==> src/design/lbm_pkg.sv <==
`default_nettype none

package lbm_pkg;

    // Lattice geometry
    localparam int lat_width  = 8;
    localparam int lat_height = 8;
    localparam int lat_depth  = lat_width * lat_height;
    localparam int addr_width = 6;
    localparam int data_width = 16;
    localparam int num_dir    = 9;

    localparam int ram_read_wait = 1;    // Idle cycles before read data is valid

    typedef logic [addr_width-1:0] cell_addr_t;
    typedef logic signed [data_width-1:0] dist_t;
    typedef dist_t [num_dir-1:0] dist_vec_t;

    typedef enum logic [3:0] {
        d_0,
        d_n,
        d_ne,
        d_e,
        d_se,
        d_s,
        d_sw,
        d_w,
        d_nw
    } dir_t;

    // Neighbour step per direction, north is one row up
    localparam int dir_dx [num_dir] = '{0, 0, 1, 1, 1, 0, -1, -1, -1};
    localparam int dir_dy [num_dir] = '{0, -1, -1, 0, 1, 1, 1, 0, -1};

    typedef enum logic [2:0] {
        phase_init,
        phase_idle,
        phase_stream,
        phase_stream_wait,
        phase_zero
    } sweep_phase_t;

    // Host map, top address bit selects the lattice
    localparam int wb_addr_width   = 11;
    localparam int reg_step_target = 0;
    localparam int reg_step_count  = 1;
    localparam int reg_status      = 2;

endpackage

`default_nettype wire
==> src/design/stream_unit.sv <==
`timescale 1ns/1ps
`default_nettype none

module stream_unit (
    input  wire                                          clk,
    input  wire lbm_pkg::sweep_phase_t                   phase,
    input  wire lbm_pkg::cell_addr_t                     index,
    input  wire lbm_pkg::cell_addr_t                     col,
    input  wire                                          page,
    input  wire                                          wait_done,
    input  wire [lbm_pkg::lat_depth-1:0]                 barriers,
    input  wire lbm_pkg::dist_vec_t                      init_dist,
    input  wire lbm_pkg::dist_vec_t                      rd_data,
    input  wire                                          host_grant,
    input  wire lbm_pkg::cell_addr_t                     host_cell,
    output lbm_pkg::cell_addr_t [lbm_pkg::num_dir-1:0]   mem_addr,
    output logic [lbm_pkg::num_dir-1:0]                  mem_page,
    output logic [lbm_pkg::num_dir-1:0]                  mem_we,
    output lbm_pkg::dist_vec_t                           mem_wdata,
    output logic                                         init_both
);
    import lbm_pkg::*;

    int tgt [num_dir];    // Neighbour cell per direction

    always_comb
    begin
        for (int d = 0; d < num_dir; d++)
            tgt[d] = int'(index) + dir_dy[d] * lat_width + dir_dx[d];
    end

    //////////////////////////////////////////////////////////////////////
    // Memory access per phase
    //////////////////////////////////////////////////////////////////////

    always_comb
    begin
        init_both = 1'b0;
        mem_page  = {num_dir{page}};    // Reads come from the current page
        mem_we    = '0;
        mem_wdata = '0;
        for (int d = 0; d < num_dir; d++)
            mem_addr[d] = index;

        case (phase)
            phase_init:
            begin
                init_both = 1'b1;
                mem_we    = '1;
                for (int d = 0; d < num_dir; d++)
                    mem_wdata[d] = barriers[index] ? dist_t'(0) : init_dist[d];
            end

            phase_idle:
            begin
                if (host_grant)
                begin
                    for (int d = 0; d < num_dir; d++)
                        mem_addr[d] = host_cell;
                end
            end

            phase_stream_wait:
            begin
                if (wait_done)
                begin
                    mem_page  = {num_dir{~page}};
                    mem_we    = '1;
                    mem_wdata = rd_data;
                    for (int d = 0; d < num_dir; d++)
                        mem_addr[d] = cell_addr_t'(tgt[d]);
                end
            end

            phase_zero:
            begin
                if (barriers[index])
                begin
                    mem_page = {num_dir{~page}};    // Write data stays zero
                    mem_we   = '1;
                end
            end

            default: ;    // Stream read at index
        endcase
    end

    // A pushed value lands inside the grid and never wraps a row
    for (genvar d = 0; d < num_dir; d++)
    begin : g_chk
        a_stream_target : assert property (@(posedge clk)
            (phase == phase_stream_wait && mem_we[d]) |->
                (tgt[d] >= 0 && tgt[d] < lat_depth &&
                 int'(col) + dir_dx[d] >= 0 && int'(col) + dir_dx[d] < lat_width));
    end

endmodule

`default_nettype wire

==> config.mk <==
export PLATFORM = sky130hd
export DESIGN_NAME = stream_unit
export DESIGN_NICKNAME = d
export VERILOG_FILES = /design/src/design/lbm_pkg.sv /design/src/design/stream_unit.sv
export SDC_FILE = /design/constraint.sdc
export NUM_CORES = 1
export LEC_CHECK = 0
export BUFFER_PORTS_ARGS = -buffer_cell sky130_fd_sc_hd__clkbuf_2
export CAP_MARGIN = 30
export CORE_AREA = 2 2 229 231
export DETAILED_ROUTE_END_ITERATION = 10
export DIE_AREA = 0 0 231 233
export SYNTH_ARGS = -nofsm -noshare
export SYNTH_HDL_FRONTEND = slang
export SYNTH_SLANG_ARGS = --single-unit
==> constraint.sdc <==
create_clock -name vclk -period 4.1
set_clock_uncertainty 0.1 [all_clocks]
set_input_delay 0.82 -clock vclk [all_inputs]
set_output_delay 0.82 -clock vclk [all_outputs]
set_load 0.02 [all_outputs]
==> impl.org <==
** Die
- Horiz. Die Dim :: approximately 230 µm
- Initial core utilization :: 0.0637
- The initialized floorplan defines 83 standard-cell rows.
- I/O pin count :: ~590
- Die height :: approximately 230 µm
- Full die area :: around 54000 µm²
- Floorplan core area :: a little over 50000 µm²

** Worst setup path
- For the worst setup path, the data required time is approximately 3.2 ns.
- Traced cell by cell, the critical path runs through buf_12 > buf_12 > mux4_2 > o211ai_1 > a221oi_4 > nor3b_4 > buf_6 > buf_12 > clkbuf_16 > a22o_1 > buf_6.
- Max FO, Critical Path :: 7
- Count of cell instances traversed by the critical path :: 11
- In this design, the stage delay of the slowest critical-path cell is around 0.48 ns.
- Buffering stage count on the worst path with inverters included :: 6
- By instance count, the cell type seen most on the critical path is buf_12.
- Type of destination of the critical path :: output pin
- Crit Path Category :: in2out
- The largest individual stage delay along the critical path comes from the cell mux4_2.
- The kind of cell with the highest combined delay along the critical path is buffers and inverters.
- CP Data Arrival Time :: between 3 and 4 ns
- Type of origin of the critical path :: input pin

** Timing
- After routing, the total negative slack on setup checks comes to -0.144 ns.
- Final worst-path cycle share :: 1.01
- Slew of the pin with the lowest slew margin :: between 0.7 and 0.8 ns
- In this run the tightest slew margin relative to its limit is 0.511.
- The max-slew violation count is 0.
- Highest clock frequency the design can meet :: ~240 MHz
- Minimum period implied by the final worst setup slack :: between 4 and 5 ns
- Worst Slack Setup Final :: -0.0385 ns
- Unrepaired setup endpoints after global routing :: yes
- Setup violations remaining at the end of the flow were counted as 14.
- The final number of hold-violating endpoints came to 0.

** Logic synthesis
- Post-Synthesis Cell Area :: about 3300 µm²
- Number of synthesis warnings :: 0
- Yosys top cell area share :: 0.388
- Sequential-to-total area share from yosys stat :: 0
- Cell type with the highest aggregate area in the netlist :: a22o_1
- Most common cell in the synthesized netlist :: a22o_1
- Avg Cell Area, Syn :: roughly 7.7 µm²
- In this run, distinct cell masters in the synthesized netlist total 43.
- Synth cell count leaders :: a22o_1, buf_4, nand2_1, o21ai_0, clkbuf_1
- Synth area leaders :: a22o_1, buf_4, mux4_2
- Instance count of the mapped netlist :: approximately 430
- Net Count, Synth :: approximately 810

** Pwr
- In this run the power density over the cells is between 100 and 150 nW/µm².
- For this design the static power due to leakage is approximately 4.1 nW.
- The worst-case IR drop observed on VDD is 0.0537 mV.
- The design draws between 0.0008 and 0.0009 W.

** Routing
- In this run, the number of DRC markers left after iteration 0 of detailed routing was ~240.
- In the routed layout, each cell is associated on average with a via count of between 3 and 4.
- Remaining number of nets flagged by the antenna check after routing :: 0
- Number of detailed-routing iterations run before antenna repair :: 4
- Across all layers, the routed design uses approximately 6100 vias.
- Detail-routed net length per standard cell :: roughly 25 µm
- Final wirelength :: 42100 µm
- After detailed routing, the number of remaining DRC violations is 0.

** Place
- Count of buffers from port buffering :: approximately 590
- Post-detailed-placement half-perimeter wirelength :: 37400 µm
- Routability-driven placement finished with a final weighted congestion of slightly below 0.9.

** Layout
- The area growth from synthesis to layout is 150%.
- The final layout contains ~1400 nets.
- There are 0 flip-flops and latches.
- Of the cells placed in the final design, the portion with a size suffix greater than 1 is 0.685.
- Clock buf count :: 0
- Summing all flip-flop and latch instances after layout gives 0 µm².

** Worst hold path
- The worst hold path belongs to the class in2out.
- Depth of the worst hold-timing path :: 3

** GRT
- Tot GR Track Use :: 0.135
- Vias in the first global route :: roughly 5300
- Entering global routing, the biggest net connects 56 pins.
- Number of antenna violations at the first check in global routing :: 52
- Remaining global-route overflow :: 0
- The first global-routing pass estimated between 40000 and 50000 µm of wire.

** Run status
- The flow ran to the end, but the final reports show violations.
- The checks that failed: negative setup slack.

** Job
- Across the run, the number of max-cap violations was 0.
cells in the final DEF, fill, tap and decap left out, types with 3 or more instances in the layout:
cell type	count
and3_1	4
nor2_1	8
a22o_1	144
buf_12	6
a31oi_1	4
clkbuf_16	5
buf_8	11
mux2i_1	4
o21a_1	3
ha_1	9
inv_1	7
mux4_2	11
nor3_1	5
o22ai_1	3
nand4_1	3
a21o_1	4
mux2_2	6
nand3_1	12
clkbuf_2	445
diode_2	24
buf_4	42
nand2_1	32
xnor2_1	15
a21oi_1	4
buf_6	136
a22oi_1	4
o21ai_0	31
where the power goes:
part           switching [W]     internal, W       total [W]
logic               0.000465        0.000420        0.000885
clock network              0  0.000000000794  0.000000000794
registers                  0               0               0
final timing paths:
path         from             to  slack (ns)
max      index[0]  mem_wdata[34]       -0.04
min   rd_data[57]  mem_wdata[57]        1.85
what timing repair did:
item | CTS | global route
hold buffers | 0 | 0
cloned | 0 | 7
buffers inserted | 0 | 5
pin swaps | 1 | 58
setup endpoints to repair | 149 | 156
gates resized for setup | 8 | 459
cells by family after synthesis:
logic type      Yosys count  share of synthesized area
compound gates          206                      0.507
xor+xnor                 17                     0.0458
fa+ha+maj                 9                     0.0346
buf+inv                  96                      0.191
mux                      21                      0.109
simple gates             76                      0.112
per-stage QoR:
step / setup slack [ns] / cells / cell area [µm²] / hold slack [ns] / utilization
2_1_floorplan: 0.241 / 425 / 3250 / 1.62 / -
3_3_place_gp: -0.190 / 1653 / 6890 / 1.88 / 0.135
3_5_place_dp: -0.204 / 1653 / 6890 / 1.88 / 0.135
4_1_cts: -0.109 / 1653 / 6910 / 1.88 / 0.135
5_1_grt: -0.143 / 1677 / 8100 / 1.87 / 0.159
6_report: -0.0385 / 1689 / 8130 / 1.85 / 0.159
layout make-up:
type	instances	area, µm²
Inverter	8	30.0
Fill cell	5845	43000
Timing Repair Buffer	648	4520
Multi-Input combinational cell	329	2670
Antenna cell	24	60.1
Tap cell	680	851
tightest hold or removal path: stages:
cell and delay [ns]:
clkbuf_2 0.07, a22o_1 0.13, buf_6 0.11
per-layer routing:
metal,share of wire,track usage
met1,0.37,0.139
met5,0.0065,0.0101
met4,0.013,0.0125
met3,0.16,0.119
met2,0.44,0.211
(Power assumes the default switching activity.)
