===== config.mk =====
export PLATFORM = sky130hd
export DESIGN_NAME = sweep_ctrl
export DESIGN_NICKNAME = d
export VERILOG_FILES = /design/src/design/lbm_pkg.sv /design/src/design/sweep_ctrl.sv
export SDC_FILE = /design/constraint.sdc
export NUM_CORES = 1
export LEC_CHECK = 0
export ABC_AREA = 0
export BUFFER_PORTS_ARGS = -buffer_cell sky130_fd_sc_hd__buf_2
export CAP_MARGIN = 20
export CORE_MARGIN = 5
export CORE_UTILIZATION = 45
export CTS_CLUSTER_DIAMETER = 80
export DETAILED_ROUTE_END_ITERATION = 8
export GPL_TIMING_DRIVEN = 0
export PLACE_DENSITY = 0.89
export SYNTH_ARGS = -nofsm -noshare
export SYNTH_HDL_FRONTEND = slang
export SYNTH_SLANG_ARGS = --single-unit

===== constraint.sdc =====
create_clock -name clk -period 3.3 [get_ports clk]
set_input_delay 0.99 -clock clk [delete_from_list [all_inputs] [get_ports clk]]
set_output_delay 0.99 -clock clk [all_outputs]
set_load 0.01 [all_outputs]

===== src/design/lbm_pkg.sv =====
`default_nettype none

package lbm_pkg;

    // Lattice geometry
    localparam int lat_width  = 8;
    localparam int lat_height = 8;
    localparam int lat_depth  = lat_width * lat_height;
    localparam int addr_width = 6;
    localparam int data_width = 16;
    localparam int num_dir    = 9;

    localparam int ram_read_wait = 1;    // Idle cycles before read data is valid

    typedef logic [addr_width-1:0] cell_addr_t;
    typedef logic signed [data_width-1:0] dist_t;
    typedef dist_t [num_dir-1:0] dist_vec_t;

    typedef enum logic [3:0] {
        d_0,
        d_n,
        d_ne,
        d_e,
        d_se,
        d_s,
        d_sw,
        d_w,
        d_nw
    } dir_t;

    // Neighbour step per direction, north is one row up
    localparam int dir_dx [num_dir] = '{0, 0, 1, 1, 1, 0, -1, -1, -1};
    localparam int dir_dy [num_dir] = '{0, -1, -1, 0, 1, 1, 1, 0, -1};

    typedef enum logic [2:0] {
        phase_init,
        phase_idle,
        phase_stream,
        phase_stream_wait,
        phase_zero
    } sweep_phase_t;

    // Host map, top address bit selects the lattice
    localparam int wb_addr_width   = 11;
    localparam int reg_step_target = 0;
    localparam int reg_step_count  = 1;
    localparam int reg_status      = 2;

endpackage

`default_nettype wire

===== src/design/sweep_ctrl.sv =====
`timescale 1ns/1ps
`default_nettype none

module sweep_ctrl (
    input  wire                          clk,
    input  wire                          rst,
    input  wire [lbm_pkg::lat_depth-1:0] barriers,
    input  wire [15:0]                   step_target,
    output lbm_pkg::sweep_phase_t        phase,
    output lbm_pkg::cell_addr_t          index,
    output lbm_pkg::cell_addr_t          col,
    output logic                         page,
    output logic                         wait_done,
    output logic                         busy,
    output logic [15:0]                  step_count,
    output logic                         host_grant
);
    import lbm_pkg::*;

    logic [1:0] wait_cnt;
    logic       step_pending;
    logic       last_cell;
    logic       last_interior;
    logic       row_end;          // Last interior column

    assign step_pending  = step_count < step_target;
    assign last_cell     = index == cell_addr_t'(lat_depth - 1);
    assign last_interior = index == cell_addr_t'(lat_depth - lat_width - 2);
    assign row_end       = col == cell_addr_t'(lat_width - 2);
    assign wait_done     = (phase == phase_stream_wait) && (wait_cnt == 2'd0);

    // Host may only touch memory when no step is running or due
    assign host_grant = (phase == phase_idle) && !step_pending;
    assign busy       = !host_grant;

    //////////////////////////////////////////////////////////////////////
    // Sweep FSM
    //////////////////////////////////////////////////////////////////////

    always_ff @(posedge clk or negedge rst)
    begin
        if (!rst)
        begin
            phase      <= phase_init;
            index      <= '0;
            col        <= '0;
            wait_cnt   <= 2'd0;
            step_count <= 16'd0;
            page       <= 1'b0;
        end
        else
        begin
            case (phase)
                phase_init, phase_zero:
                begin
                    // Full sweeps visit every cell in order
                    if (last_cell)
                    begin
                        phase <= phase_idle;
                        index <= '0;
                        col   <= '0;
                        if (phase == phase_zero)
                        begin
                            page       <= ~page;    // Next page becomes current
                            step_count <= step_count + 16'd1;
                        end
                    end
                    else
                    begin
                        index <= index + cell_addr_t'(1);
                        col   <= (col == cell_addr_t'(lat_width - 1)) ? '0 : col + cell_addr_t'(1);
                    end
                end

                phase_idle:
                begin
                    if (step_pending)
                    begin
                        phase <= phase_stream;
                        index <= cell_addr_t'(lat_width + 1);
                        col   <= cell_addr_t'(1);
                    end
                end

                phase_stream, phase_stream_wait:
                begin
                    if (phase == phase_stream && !barriers[index])
                    begin
                        phase    <= phase_stream_wait;    // Read issued this cycle
                        wait_cnt <= 2'(ram_read_wait);
                    end
                    else if (wait_cnt != 2'd0)
                    begin
                        wait_cnt <= wait_cnt - 2'd1;
                    end
                    else if (last_interior)
                    begin
                        phase <= phase_zero;
                        index <= '0;
                        col   <= '0;
                    end
                    else
                    begin
                        // Skip the two edge columns at a row end
                        phase <= phase_stream;
                        index <= index + (row_end ? cell_addr_t'(3) : cell_addr_t'(1));
                        col   <= row_end ? cell_addr_t'(1) : col + cell_addr_t'(1);
                    end
                end

                default: phase <= phase_idle;
            endcase
        end
    end

    // Streaming stays on interior cells and col follows the index
    a_interior : assert property (@(posedge clk) disable iff (!rst)
        (phase inside {phase_stream, phase_stream_wait}) |->
            (int'(index) >= lat_width && int'(index) < lat_depth - lat_width &&
             int'(index) % lat_width == int'(col) &&
             col != '0 && int'(col) != lat_width - 1));

    a_page_swap : assert property (@(posedge clk) disable iff (!rst)
        (page != $past(page)) |-> ($past(phase) == phase_zero && phase == phase_idle));

endmodule

`default_nettype wire


==> impl_metrics.ini <==
[synthesis]
postSynthNetCount = 405
synthesis.area_sq_um = 2910
ys_ff_latch = 34
synth_top_area_share_pct = 29.2
synth_flop_cell = dfrtp_1
yosys_warnings = 0
synth.most_common_cell = dfrtp_1
seq_area_frac_synth_pct = 29.2
syn_inst = 300
async_reset_ff_share_pct = 100
synthTopCellsByCount = dfrtp_1 (34), nand2_1 (27), nor2_1 (26)
ys_types = 62
synth_area_leader_cell = dfrtp_1
yosys-top-cells-area = dfrtp_1 (29%), ha_1 (9.5%), mux4_2 (7.7%)
syn_avg_cell_area_sq_um = 9.71
synth_edf_count = 0

[placed_design]
gp_congestion = 0.901
dpl_cell_area_sq_um = 3610
dp.cells = 493
dpl.hpwl_um = 6490
io_buffers = 116

[sta]
fin_skew_ns = 0.00793
slew_violations = 0
setup-violations-final = 2
tightest_slew_ns = 0.874
rsz0062_at_grt = true
clock.fmax_mhz = 282
setup_ws_ns = -0.252
fin_crit_sh_pct = 108
whs_ns = 0.477
hold_violations = 0
min_period_ns = 3.55
tns_ns = -0.450
relSlewSlack_pct = 41.6

[setup_path]
timing.rr.end = col[1]
cp_cell_sequence = buf_6 > inv_4 > ha_4 > a211o_1 > a31oi_2 > o31ai_2 > a221o_1 > nand2_2 > inv_2 > buf_6
worstSetupStartpointType = input port
cp.arrival_ns = 2.56
max_stage_delay_ns = 0.36
critPathMaxFanout = 3
reg2reg_depth = 10
cp.required_ns = 2.31
rrSetupSlack_ns = 0.53
critical_path_class = in -> out
crit_family = compound AO/OA/AOI/OAI gates
crit_buf_inv = 4
r2r-start = index[1]
cp_common_cell = buf_6
cp_slowest_cell = a221o_1
crit_path_end_kind = output port

[route]
num_vias = 2850
vias_per_cell = 5.65
ant_nets = 0
dr.first_iter.drc_count = 198
drt-total-wl_um = 8260
wl_per_cell_um = 16.4
firstDrtPassIters = 5
drc = 0

[pwr]
internal-power_w = 0.00145
p_comb_share_pct = 59.1
swShare_pct = 41.7
power.switching_w = 0.00104
power_density_nw_per_um2 = 646
leakagePower_nw = 1.99
p_clk_share_pct = 15.8
peakVddDrop_mv = 0.415
seqPwrFrac_pct = 25.1

[clocking]
tritoncts = yes
clock-sinks = 34
clkTransAtPathRegs_ns = 0.06
h-tree-depth = 2
cts_made_buffers = 5
cts_buffer_depth = 2
clock-root-buffer = clkbuf_8
clock_latency_ns = 0.29

[layout]
final_layout_size_suffix_gt1_share_pct = 41.7
final_nets = 532
final_util_pct = 60.9
instances_no_fill = 504
areaGrowthSynthToFinish_pct = 32.1
n_fill_cell = 535
n_antenna_cell = 0
postLayoutCellArea_sq_um = 3840

[hold_path]
min_path_cells = 1
hp-start = page
hold_end = page
hold_path.class = reg -> reg

[floorplanning]
dieArea_sq_um = 8180
ios = 117
die_height_um = 90.4
placeableCoreArea_sq_um = 6310
die_x_um = 90.4
fp-row-count = 29
floorplan.initialDensity_pct = 46.1

[global_route]
antenna_found_initial = 0
grt_max_degree = 35
grt_pass1_wl_um = 13800
grtUsageTotal_pct = 20.2
gr-total-overflow = 0
grt_pass1_vias = 2964

[outcome]
outcome = finished with violations
violations = setup timing

[run]
drv_cap = 0
==> layout make-up <==
| cell class | instances | area, sq um | share of cell area [%] |
|---|---|---|---|
| multi-input cells | 229 | 1960 | 51.0 |
| repair buffers | 120 | 636 | 16.5 |
| plain buffers | 12 | 90.1 | 2.34 |
| clock buffers | 6 | 82.6 | 2.15 |
| flip-flops and latches | 34 | 851 | 22.1 |
| clock inverters | 1 | 30.0 | 0.781 |
| well taps | 77 | 96.3 | 2.51 |
| inverters | 25 | 98.8 | 2.57 |
==> power by group through the flow <==
stage | logic [W] | registers, W | clock network, W
after floorplan | 0.00105 | 0.000636 | 0
final | 0.00147 | 0.000623 | 0.000393
after detailed placement | 0.00145 | 0.000627 | 0
after global placement | 0.00140 | 0.000621 | 0
after global routing | 0.00160 | 0.000636 | 0.000416
after CTS | 0.00146 | 0.000620 | 0.000397
==> layer usage <==
metal	vias to the layer above	share of wire (%)	routed length, um	track usage (%)
li1	1358	-	-	-
met1	1372	40	3260	24.2
met2	103	53	4380	36.2
met3	17	5.4	442	3.58
met4	0	2.0	164	6.58
met5	-	0	0	0
==> logic make-up (layout without fill, tap and decap cells) <==
| family | after synthesis | count (layout) | share of synthesized area (%) |
|---|---|---|---|
| buffers and inverters | 37 | 164 | 6.32 |
| XOR/XNOR | 17 | 17 | 5.11 |
| adder cells (fa/ha/maj) | 23 | 23 | 10.1 |
| multiplexers | 26 | 26 | 16.4 |
| AND/OR/NAND/NOR | 106 | 106 | 18.5 |
| flip-flops | 34 | 34 | 29.2 |
| AO/OA/AOI/OAI | 57 | 57 | 14.3 |
==> repair_timing <==
| action | in CTS | in global routing |
|---|---|---|
| pin swaps | 6 | 4 |
| cloned | 0 | 0 |
| gates resized for setup | 11 | 9 |
| hold buffers | 0 | 0 |
| setup buffers | 3 | 1 |
| setup endpoints to repair | 2 | 2 |
==> layout by cell type, fill, tap and decap left out, drive strengths merged, types with 2 or more instances in the layout <==
cell | Yosys | final
or3b | 2 | 2
ha | 22 | 22
o221ai | 2 | 2
xnor2 | 10 | 10
and2 | 2 | 2
nor4 | 3 | 3
o21ai | 10 | 10
o22a | 2 | 2
nand4 | 8 | 8
a211oi | 5 | 5
and3 | 6 | 6
mux2 | 3 | 3
nand3 | 10 | 10
clkbuf | 3 | 9
nand2b | 6 | 6
inv | 25 | 25
dfrtp | 34 | 34
mux4 | 15 | 15
a22oi | 4 | 4
nand2 | 27 | 27
nor4b | 2 | 2
nand3b | 2 | 2
a31oi | 2 | 2
xor2 | 7 | 7
nor3 | 5 | 5
a21oi | 10 | 10
o2bb2ai | 2 | 2
o21a | 2 | 2
nor2 | 26 | 26
nor2b | 4 | 4
mux2i | 8 | 8
buf | 9 | 129
o31ai | 3 | 3
a31o | 2 | 2
==> state kept, by name, indices dropped and copies added (netlist names) <==
register	flops
step_count	16
col	6
phase	3
wait_cnt	2
page	1
index	6
==> worst max-delay path by stage <==
stage,cells after the start,end,startpoint,slack [ns]
2_1_floorplan,8,host_grant,step_target[2],0.02
3_3_place_gp,10,host_grant,step_target[2],-0.30
3_5_place_dp,10,host_grant,step_target[2],-0.32
4_1_cts,10,host_grant,step_target[2],-0.23
5_1_grt,10,host_grant,step_target[2],-0.32
6_report,10,host_grant,step_target[2],-0.25
==> metrics by stage <==
| step | total power (W) | setup slack (ns) |
|---|---|---|
| after floorplan | 0.00168 | 0.0159 |
| after global placement | 0.00202 | -0.303 |
| after detailed placement | 0.00207 | -0.322 |
| after CTS | 0.00247 | -0.228 |
| after global routing | 0.00265 | -0.316 |
| final | 0.00248 | -0.252 |
(Power assumes the default switching activity.)
