<file path="config.mk">
export PLATFORM = sky130hd
export DESIGN_NAME = wb_host_port
export DESIGN_NICKNAME = d
export VERILOG_FILES = /design/src/design/lbm_pkg.sv /design/src/design/wb_host_port.sv
export SDC_FILE = /design/constraint.sdc
export NUM_CORES = 1
export LEC_CHECK = 0
export BUFFER_PORTS_ARGS = -buffer_cell sky130_fd_sc_hd__buf_4
export CORE_AREA = 2 2 91 93
export DETAILED_ROUTE_END_ITERATION = 6
export DIE_AREA = 0 0 93 95
export PLACE_DENSITY = 0.76
export SETUP_SLACK_MARGIN = 0.02
export SLEW_MARGIN = 10
export SYNTH_ARGS = -nofsm -noshare
export SYNTH_HDL_FRONTEND = slang
export SYNTH_SLANG_ARGS = --single-unit
</file>
<file path="constraint.sdc">
create_clock -name clk -period 2.25 [get_ports clk]
set_input_delay 0.5625 -clock clk [delete_from_list [all_inputs] [get_ports clk]]
set_output_delay 0.5625 -clock clk [all_outputs]
set_load 0.01 [all_outputs]
</file>
<file path="src/design/lbm_pkg.sv">
`default_nettype none

package lbm_pkg;

    // Lattice geometry
    localparam int lat_width  = 8;
    localparam int lat_height = 8;
    localparam int lat_depth  = lat_width * lat_height;
    localparam int addr_width = 6;
    localparam int data_width = 16;
    localparam int num_dir    = 9;

    localparam int ram_read_wait = 1;    // Idle cycles before read data is valid

    typedef logic [addr_width-1:0] cell_addr_t;
    typedef logic signed [data_width-1:0] dist_t;
    typedef dist_t [num_dir-1:0] dist_vec_t;

    typedef enum logic [3:0] {
        d_0,
        d_n,
        d_ne,
        d_e,
        d_se,
        d_s,
        d_sw,
        d_w,
        d_nw
    } dir_t;

    // Neighbour step per direction, north is one row up
    localparam int dir_dx [num_dir] = '{0, 0, 1, 1, 1, 0, -1, -1, -1};
    localparam int dir_dy [num_dir] = '{0, -1, -1, 0, 1, 1, 1, 0, -1};

    typedef enum logic [2:0] {
        phase_init,
        phase_idle,
        phase_stream,
        phase_stream_wait,
        phase_zero
    } sweep_phase_t;

    // Host map, top address bit selects the lattice
    localparam int wb_addr_width   = 11;
    localparam int reg_step_target = 0;
    localparam int reg_step_count  = 1;
    localparam int reg_status      = 2;

endpackage

`default_nettype wire
</file>
<file path="src/design/wb_host_port.sv">
`timescale 1ns/1ps
`default_nettype none

module wb_host_port (
    input  wire                                clk,
    input  wire                                rst,
    input  wire                                wb_cyc,
    input  wire                                wb_stb,
    input  wire                                wb_we,
    input  wire [lbm_pkg::wb_addr_width-1:0]   wb_adr,
    input  wire [lbm_pkg::data_width-1:0]      wb_dat_w,
    output logic [lbm_pkg::data_width-1:0]     wb_dat_r,
    output logic                               wb_ack,
    input  wire                                busy,
    input  wire [15:0]                         step_count,
    input  wire                                host_grant,
    input  wire lbm_pkg::dist_vec_t            rd_data,
    output logic [15:0]                        step_target,
    output lbm_pkg::cell_addr_t                host_cell
);
    import lbm_pkg::*;

    logic                  req;
    logic                  lat_sel;
    logic                  rd_pend;    // Lattice data on its way out of memory
    dir_t                  lane;
    int                    reg_off;
    logic [data_width-1:0] reg_rdata;

    assign req       = wb_cyc && wb_stb && !wb_ack;
    assign lat_sel   = wb_adr[wb_addr_width-1];
    assign lane      = dir_t'(wb_adr[addr_width +: 4]);
    assign host_cell = wb_adr[addr_width-1:0];
    assign reg_off   = int'(wb_adr[wb_addr_width-2:0]);

    always_comb
    begin
        case (reg_off)
            reg_step_target: reg_rdata = step_target;
            reg_step_count:  reg_rdata = step_count;
            reg_status:      reg_rdata = {15'd0, busy};
            default:         reg_rdata = '0;
        endcase
    end

    //////////////////////////////////////////////////////////////////////
    // Bus handshake
    //////////////////////////////////////////////////////////////////////

    always_ff @(posedge clk or negedge rst)
    begin
        if (!rst)
        begin
            wb_ack      <= 1'b0;
            rd_pend     <= 1'b0;
            step_target <= 16'd0;
        end
        else
        begin
            wb_ack  <= 1'b0;
            rd_pend <= 1'b0;
            if (rd_pend)
            begin
                wb_ack <= 1'b1;
            end
            else if (req && (!lat_sel || wb_we))
            begin
                wb_ack <= 1'b1;    // Lattice is read only
                if (!lat_sel && wb_we && reg_off == reg_step_target)
                    step_target <= wb_dat_w;
            end
            else if (req && host_grant)
            begin
                rd_pend <= 1'b1;    // Address cycle
            end
        end
    end

    always_ff @(posedge clk)
    begin
        if (rd_pend)
            wb_dat_r <= (lane < num_dir) ? rd_data[lane] : '0;
        else if (req && !lat_sel)
            wb_dat_r <= reg_rdata;
    end

    a_ack_pulse : assert property (@(posedge clk) disable iff (!rst)
        wb_ack |=> !wb_ack);

endmodule

`default_nettype wire

</file>
==> results.json, run 1 <==
{
  "routed_wl_um": 11000,
  "cts_buffers": 5,
  "fp-row-count": 33,
  "firstDrtPassIters": 6,
  "grt-ovfl-total": 0,
  "slowest_delay_ns": 0.55,
  "chipHeight_um": 95,
  "drv_slew": 0,
  "drv_cap": 0,
  "hp-class": "in -> async",
  "top_usage_layer": "met2",
  "grt_max_degree": 50,
  "fin_crit_sh_pct": 103,
  "io_buffer_count": 232,
  "wire_per_inst_um": 18.1,
  "grt_setup_unrepaired": "yes",
  "synth_cell_types": 41,
  "place_area_sq_um": 4750,
  "slew_headroom_pct": 46.5,
  "clk_latency_ns": 0.29,
  "crit_chain": "buf_6 -> or4_4 -> or4_4 -> nor3_4 -> buf_12 -> mux2_2",
  "crit_type": "in -> reg",
  "max_freq_mhz": 432,
  "syn_to_final_growth_pct": 68.9,
  "yosysSeqAreaShare_pct": 32.3,
  "ir_drop_uv": 212,
  "antenna_found_initial": 0,
  "layout_setup_ws_ns": -0.0659,
  "cp-end-kind": "register",
  "max-clock-path-buffers": 2,
  "netlist_area_sq_um": 2880,
  "vias": 3153,
  "viasPerCell": 5.18,
  "die_area_sq_um": 8840,
  "layout.cells.most_common": "buf_4",
  "path_clk_slew_ns": 0.09,
  "r2r-start": "rd_pend$_DFF_PN0_",
  "synthCells": 274,
  "ant_nets": 0,
  "post-route-min-period_ns": 2.32,
  "outcome": "finished with violations",
  "drive_above_1_share_pct": 59.7,
  "cts_tree": "yes",
  "initial_utilization_pct": 36.3,
  "clock-sinks": 34,
  "violations": "setup timing",
  "fin_skew_ns": 0.00934,
  "met1_usage_pct": 29.3,
  "synthArstFlopShare_pct": 52.9,
  "yosysWarningCount": 0,
  "setup_tns_ns": -0.374,
  "grt_pass1_vias": 3328,
  "antenna_cells": 0,
  "synth_top_flop_cell": "dfrtp_1",
  "post-cts-setup-buffers": 0,
  "cp.arrival_ns": 2.49,
  "crit_family": "simple AND/OR/NAND/NOR gates",
  "powerDensity_nw_per_um2": 356,
  "crit_top_cell": "or4_4",
  "leakagePower_nw": 2.35,
  "final_net_count": 697,
  "synth_seq_cells": 34,
  "syn_nets": 468,
  "crit_start": "wb_adr[6]",
  "drcViolationCount": 0,
  "cp-start-kind": "input port",
  "required_ns": 2.43,
  "cts_root_buffer": "clkbuf_8",
  "finalSetupViolations": 12,
  "worst_slew_pin_slew_ns": 0.803,
  "die_x_um": 93,
  "htreeDepth": 2,
  "path_buf_inv": 2,
  "grt.met3_usage_pct": 5.83,
  "avgSynthCellArea_sq_um": 10.5,
  "crit_fanout": 12,
  "cpMaxStageDelayCell": "or4_4",
  "hold_viol_final": 0,
  "grt_use_total_pct": 24.3,
  "use_met2_pct": 44.0,
  "core-area_sq_um": 7930,
  "design_area_sq_um": 4860,
  "drt_iter0_markers": 113,
  "synth_edf_count": 16,
  "mostFrequentLayoutCells": "buf_4 (246), mux2i_1 (45), nand2_1 (28)",
  "hpwlAfterDp_um": 8740,
  "ioPinCount": 233,
  "gp_congestion": 0.781,
  "grt_pass1_wl_um": 16400
}
-- metrics by stage --
stage | power, mW | utilization (%) | hold WS, ns | instances | worst slack, ns
3_5_place_dp | 1.27 | 59.9 | 0.448 | 601 | -0.378
6_report | 1.73 | 61.3 | 0.130 | 609 | -0.0659
4_1_cts | 1.74 | 61.3 | 0.134 | 609 | -0.0660
5_1_grt | 1.81 | 61.3 | 0.132 | 609 | -0.0741
3_3_place_gp | 1.26 | 59.9 | 0.439 | 601 | -0.331
2_1_floorplan | 0.918 | - | 0.267 | 274 | -0.444
-- cell families (layout without fill, tap and decap cells) --
kind of cell	Yosys count	after routing	synth area share, %
AND/OR/NAND/NOR	80	80	14.2
AO/OA/AOI/OAI	43	43	10.3
multiplexers	82	82	36.9
flip-flops	34	34	32.3
buffers and inverters	35	265	6.30
-- repair_timing --
| action | 4_1_cts | 5_1_grt |
|---|---|---|
| setup endpoints to repair | 16 | 16 |
| endpoints found under the hold margin | 0 | 0 |
| pin swaps | 0 | 0 |
| gates resized for setup | 6 | 0 |
| hold buffers | 0 | 0 |
-- power breakdown --
part	total, mW	switching (mW)	internal (mW)
registers	0.675	0.00609	0.669
logic	0.581	0.218	0.363
clock network	0.476	0.257	0.219
-- layout make-up --
| cell class | count | area, sq um |
|---|---|---|
| clock buffer | 5 | 68.8 |
| timing repair buffer | 250 | 1900 |
| clock inverter | 3 | 20.0 |
| tap | 105 | 131 |
| fill | 700 | 3070 |
| inverter | 7 | 26.3 |
| sequential | 34 | 931 |
| multi-input combinational | 205 | 1780 |
-- registers in the layout, indices dropped and copies added (netlist names) --
register,count
wb_dat_r,16
rd_pend,1
wb_ack,1
step_target,16
-- path summary, 6_finish.rpt --
check	depth (start not counted)	slack, ns	end
max in group asynchronous	1	1.92	step_target[9]$_DFFE_PN0P_
min in group clk	2	0.50	step_target[15]$_DFFE_PN0P_
setup reg to reg	4	0.46	step_target[14]$_DFFE_PN0P_
hold / removal	1	0.13	step_target[8]$_DFFE_PN0P_
hold reg to reg	1	0.56	step_target[9]$_DFFE_PN0P_
setup / recovery	6	-0.07	step_target[14]$_DFFE_PN0P_
-- cell usage after synthesis, drive strengths merged (2+ instances only) --
| cell | instances | area (sq um) |
|---|---|---|
| o221ai | 2 | 17.5 |
| nand2b | 2 | 12.5 |
| a22oi | 2 | 15.0 |
| mux2i | 45 | 450 |
| nor3 | 5 | 36.3 |
| o32ai | 5 | 43.8 |
| mux2 | 23 | 297 |
| or4 | 3 | 30.0 |
| nand2 | 28 | 105 |
| o211ai | 2 | 15.0 |
| o22ai | 5 | 31.3 |
| dfrtp | 18 | 450 |
| nand3b | 3 | 22.5 |
| o21ai | 9 | 45.0 |
| edfxtp | 16 | 480 |
| clkbuf | 15 | 56.3 |
| buf | 13 | 98.8 |
| nand3 | 6 | 30.0 |
| or3 | 2 | 12.5 |
| a22o | 6 | 52.6 |
| a21oi | 5 | 25.0 |
| a31oi | 4 | 25.0 |
| nand4 | 7 | 43.8 |
| inv | 7 | 26.3 |
| nor2b | 3 | 18.8 |
| mux4 | 14 | 315 |
| nor2 | 17 | 63.8 |
-- worst reg2reg max path, delay by kind of cell (launching register included) --
kind                   cells  cell delay, ns
DFF                        1            0.38
buffers and inverters      1            0.19
and+or+nand+nor            2            0.76
muxes                      1            0.34
-- layer usage --
| metal | vias to the layer above | share of wire, % |
|---|---|---|
| met2 | 142 | 52 |
| met1 | 1499 | 40 |
| li1 | 1500 | - |
| met3 | 12 | 7.3 |
| met4 | 0 | 1.2 |
| met5 | - | 0 |
Power figures use the tool's default switching activity.
==> run 2, diff against run 1 <==
--- a/config.mk
+++ b/config.mk
@@ -10,7 +10,6 @@
 export DETAILED_ROUTE_END_ITERATION = 6
 export DIE_AREA = 0 0 93 95
 export PLACE_DENSITY = 0.76
-export SETUP_SLACK_MARGIN = 0.02
 export SLEW_MARGIN = 10
 export SYNTH_ARGS = -nofsm -noshare
 export SYNTH_HDL_FRONTEND = slang
==> run 2 against run 1 <==
The run still ends with setup timing left. Cell area rose by 0.54%. Sequential power barely moved. Power fell by 0.85%. Clock power fell by 3%. Register-to-register slack improved by 0.04 ns. Maximum frequency rose by 2.2%. Die area did not move. Worst hold slack got worse by 0.0058 ns. Count of clock-buffer cells in the layout did not move. Combinational power barely moved. Largest power group unchanged. Highest routed layer unchanged.
==> results.json, run 2 (synthesis results as in run 1) <==
{
  "slew_headroom_pct": 49.6,
  "grt_use_total_pct": 23.0,
  "ir_drop_uv": 232,
  "wire_per_inst_um": 17.5,
  "fin_skew_ns": 0.00800,
  "ioPinCount": 233,
  "reg_top3": "step_target (16), wb_dat_r (16)",
  "cts_hold_buffers": 0,
  "leakagePower_nw": 2.36,
  "crit_type": "in -> reg",
  "layout_setup_ws_ns": -0.0162,
  "cp-start-kind": "input port",
  "htreeDepth": 2,
  "antenna_cells": 0,
  "holdWs_ns": 0.124,
  "gp_congestion": 0.834,
  "crit_fanout": 7,
  "viasPerCell": 5.12,
  "worst_slew_pin_slew_ns": 0.756,
  "initial_utilization_pct": 36.3,
  "finalSetupViolations": 9,
  "chipHeight_um": 95,
  "grt_pass1_vias": 3106,
  "mostFrequentLayoutCells": "buf_4 (248), mux2i_1 (45), nand2_1 (28)",
  "outcome": "finished with violations",
  "max_freq_mhz": 441,
  "drive_above_1_share_pct": 59.9,
  "io_buffer_count": 232,
  "grt_setup_unrepaired": "yes",
  "cp.arrival_ns": 2.44,
  "grt_pass1_wl_um": 15800,
  "die_x_um": 93,
  "design_area_sq_um": 4890,
  "violations": "setup timing",
  "path_clk_slew_ns": 0.08,
  "cts_root_buffer": "clkbuf_8",
  "grt_max_degree": 50,
  "drv_slew": 0,
  "drcViolationCount": 0,
  "routed_wl_um": 10700,
  "antenna_found_initial": 0,
  "fin_crit_sh_pct": 101,
  "cts_tree": "yes",
  "post-route-min-period_ns": 2.27,
  "hpwlAfterDp_um": 8620,
  "clock-sinks": 34,
  "drv_cap": 0,
  "drt_iter0_markers": 112,
  "fp-row-count": 33,
  "max-clock-path-buffers": 2,
  "place_area_sq_um": 4760,
  "cts_buffers": 5,
  "core-area_sq_um": 7930,
  "hp-class": "in -> async",
  "utilization_pct": 61.6,
  "ant_nets": 0,
  "powerDensity_nw_per_um2": 351,
  "grt-ovfl-total": 0,
  "layout.cells.most_common": "buf_4",
  "hold_viol_final": 0,
  "die_area_sq_um": 8840,
  "firstDrtPassIters": 5,
  "syn_to_final_growth_pct": 69.8,
  "final_net_count": 699,
  "cp-end-kind": "register",
  "required_ns": 2.43,
  "vias": 3126,
  "clk_latency_ns": 0.29
}
run 2: area by class of cell:
type / count / area [sq um]
fill: 686 / 3040
tap: 105 / 131
clock buffer: 5 / 68.8
clock inverter: 3 / 20.0
timing repair buffer: 252 / 1920
inverter: 7 / 26.3
sequential: 34 / 931
multi-input combinational: 205 / 1790
run 2: worst paths after layout:
kind                                       startpoint                           to  slack, ns  cells after the start
setup reg to reg                    rd_pend$_DFF_PN0_  step_target[15]$_DFFE_PN0P_       0.50                      4
setup / recovery                            wb_adr[7]  step_target[15]$_DFFE_PN0P_      -0.02                      6
hold / removal                                    rst  step_target[15]$_DFFE_PN0P_       0.12                      1
max in group asynchronous                         rst  step_target[14]$_DFFE_PN0P_       1.93                      1
hold reg to reg            step_target[0]$_DFFE_PN0P_   step_target[0]$_DFFE_PN0P_       0.55                      1
min in group clk                         wb_dat_w[11]  step_target[11]$_DFFE_PN0P_       0.50                      2
run 2: layer usage:
layer	vias up	part of all wire [%]	GRT usage, %
met3	19	8.8	6.15
met5	-	0	0
met4	0	1.8	6.99
met1	1440	40	28.8
met2	162	50	39.0
li1	1505	-	-
run 2: repair_timing:
item | in CTS | in global routing
gates resized for setup | 6 | 5
buffers inserted | 0 | 0
cloned | 0 | 1
setup endpoints to repair | 12 | 16
run 2: stage by stage:
step | std cells | setup TNS [ns] | setup slack, ns | power (mW)
finish | 611 | -0.0660 | -0.0162 | 1.72
global route | 611 | -0.860 | -0.0694 | 1.79
CTS | 610 | -0.0572 | -0.0303 | 1.73
detailed placement | 602 | -6.54 | -0.346 | 1.27
global placement | 602 | -6.01 | -0.338 | 1.26
floorplan | 274 | -6.55 | -0.444 | 0.918
run 2: power by group:
part / total, mW / switching (mW) / internal [mW] / leakage [nW]
logic: 0.579 / 0.213 / 0.366 / 1.92
clock network: 0.463 / 0.244 / 0.218 / 0.0484
registers: 0.675 / 0.00593 / 0.669 / 0.387
run 2: critical path, cell delays in order:
cell and delay (ns):
buf_4 0.12, or4_4 0.54, or4_4 0.52, nor3_4 0.20
buf_6 0.19, mux2_4 0.31
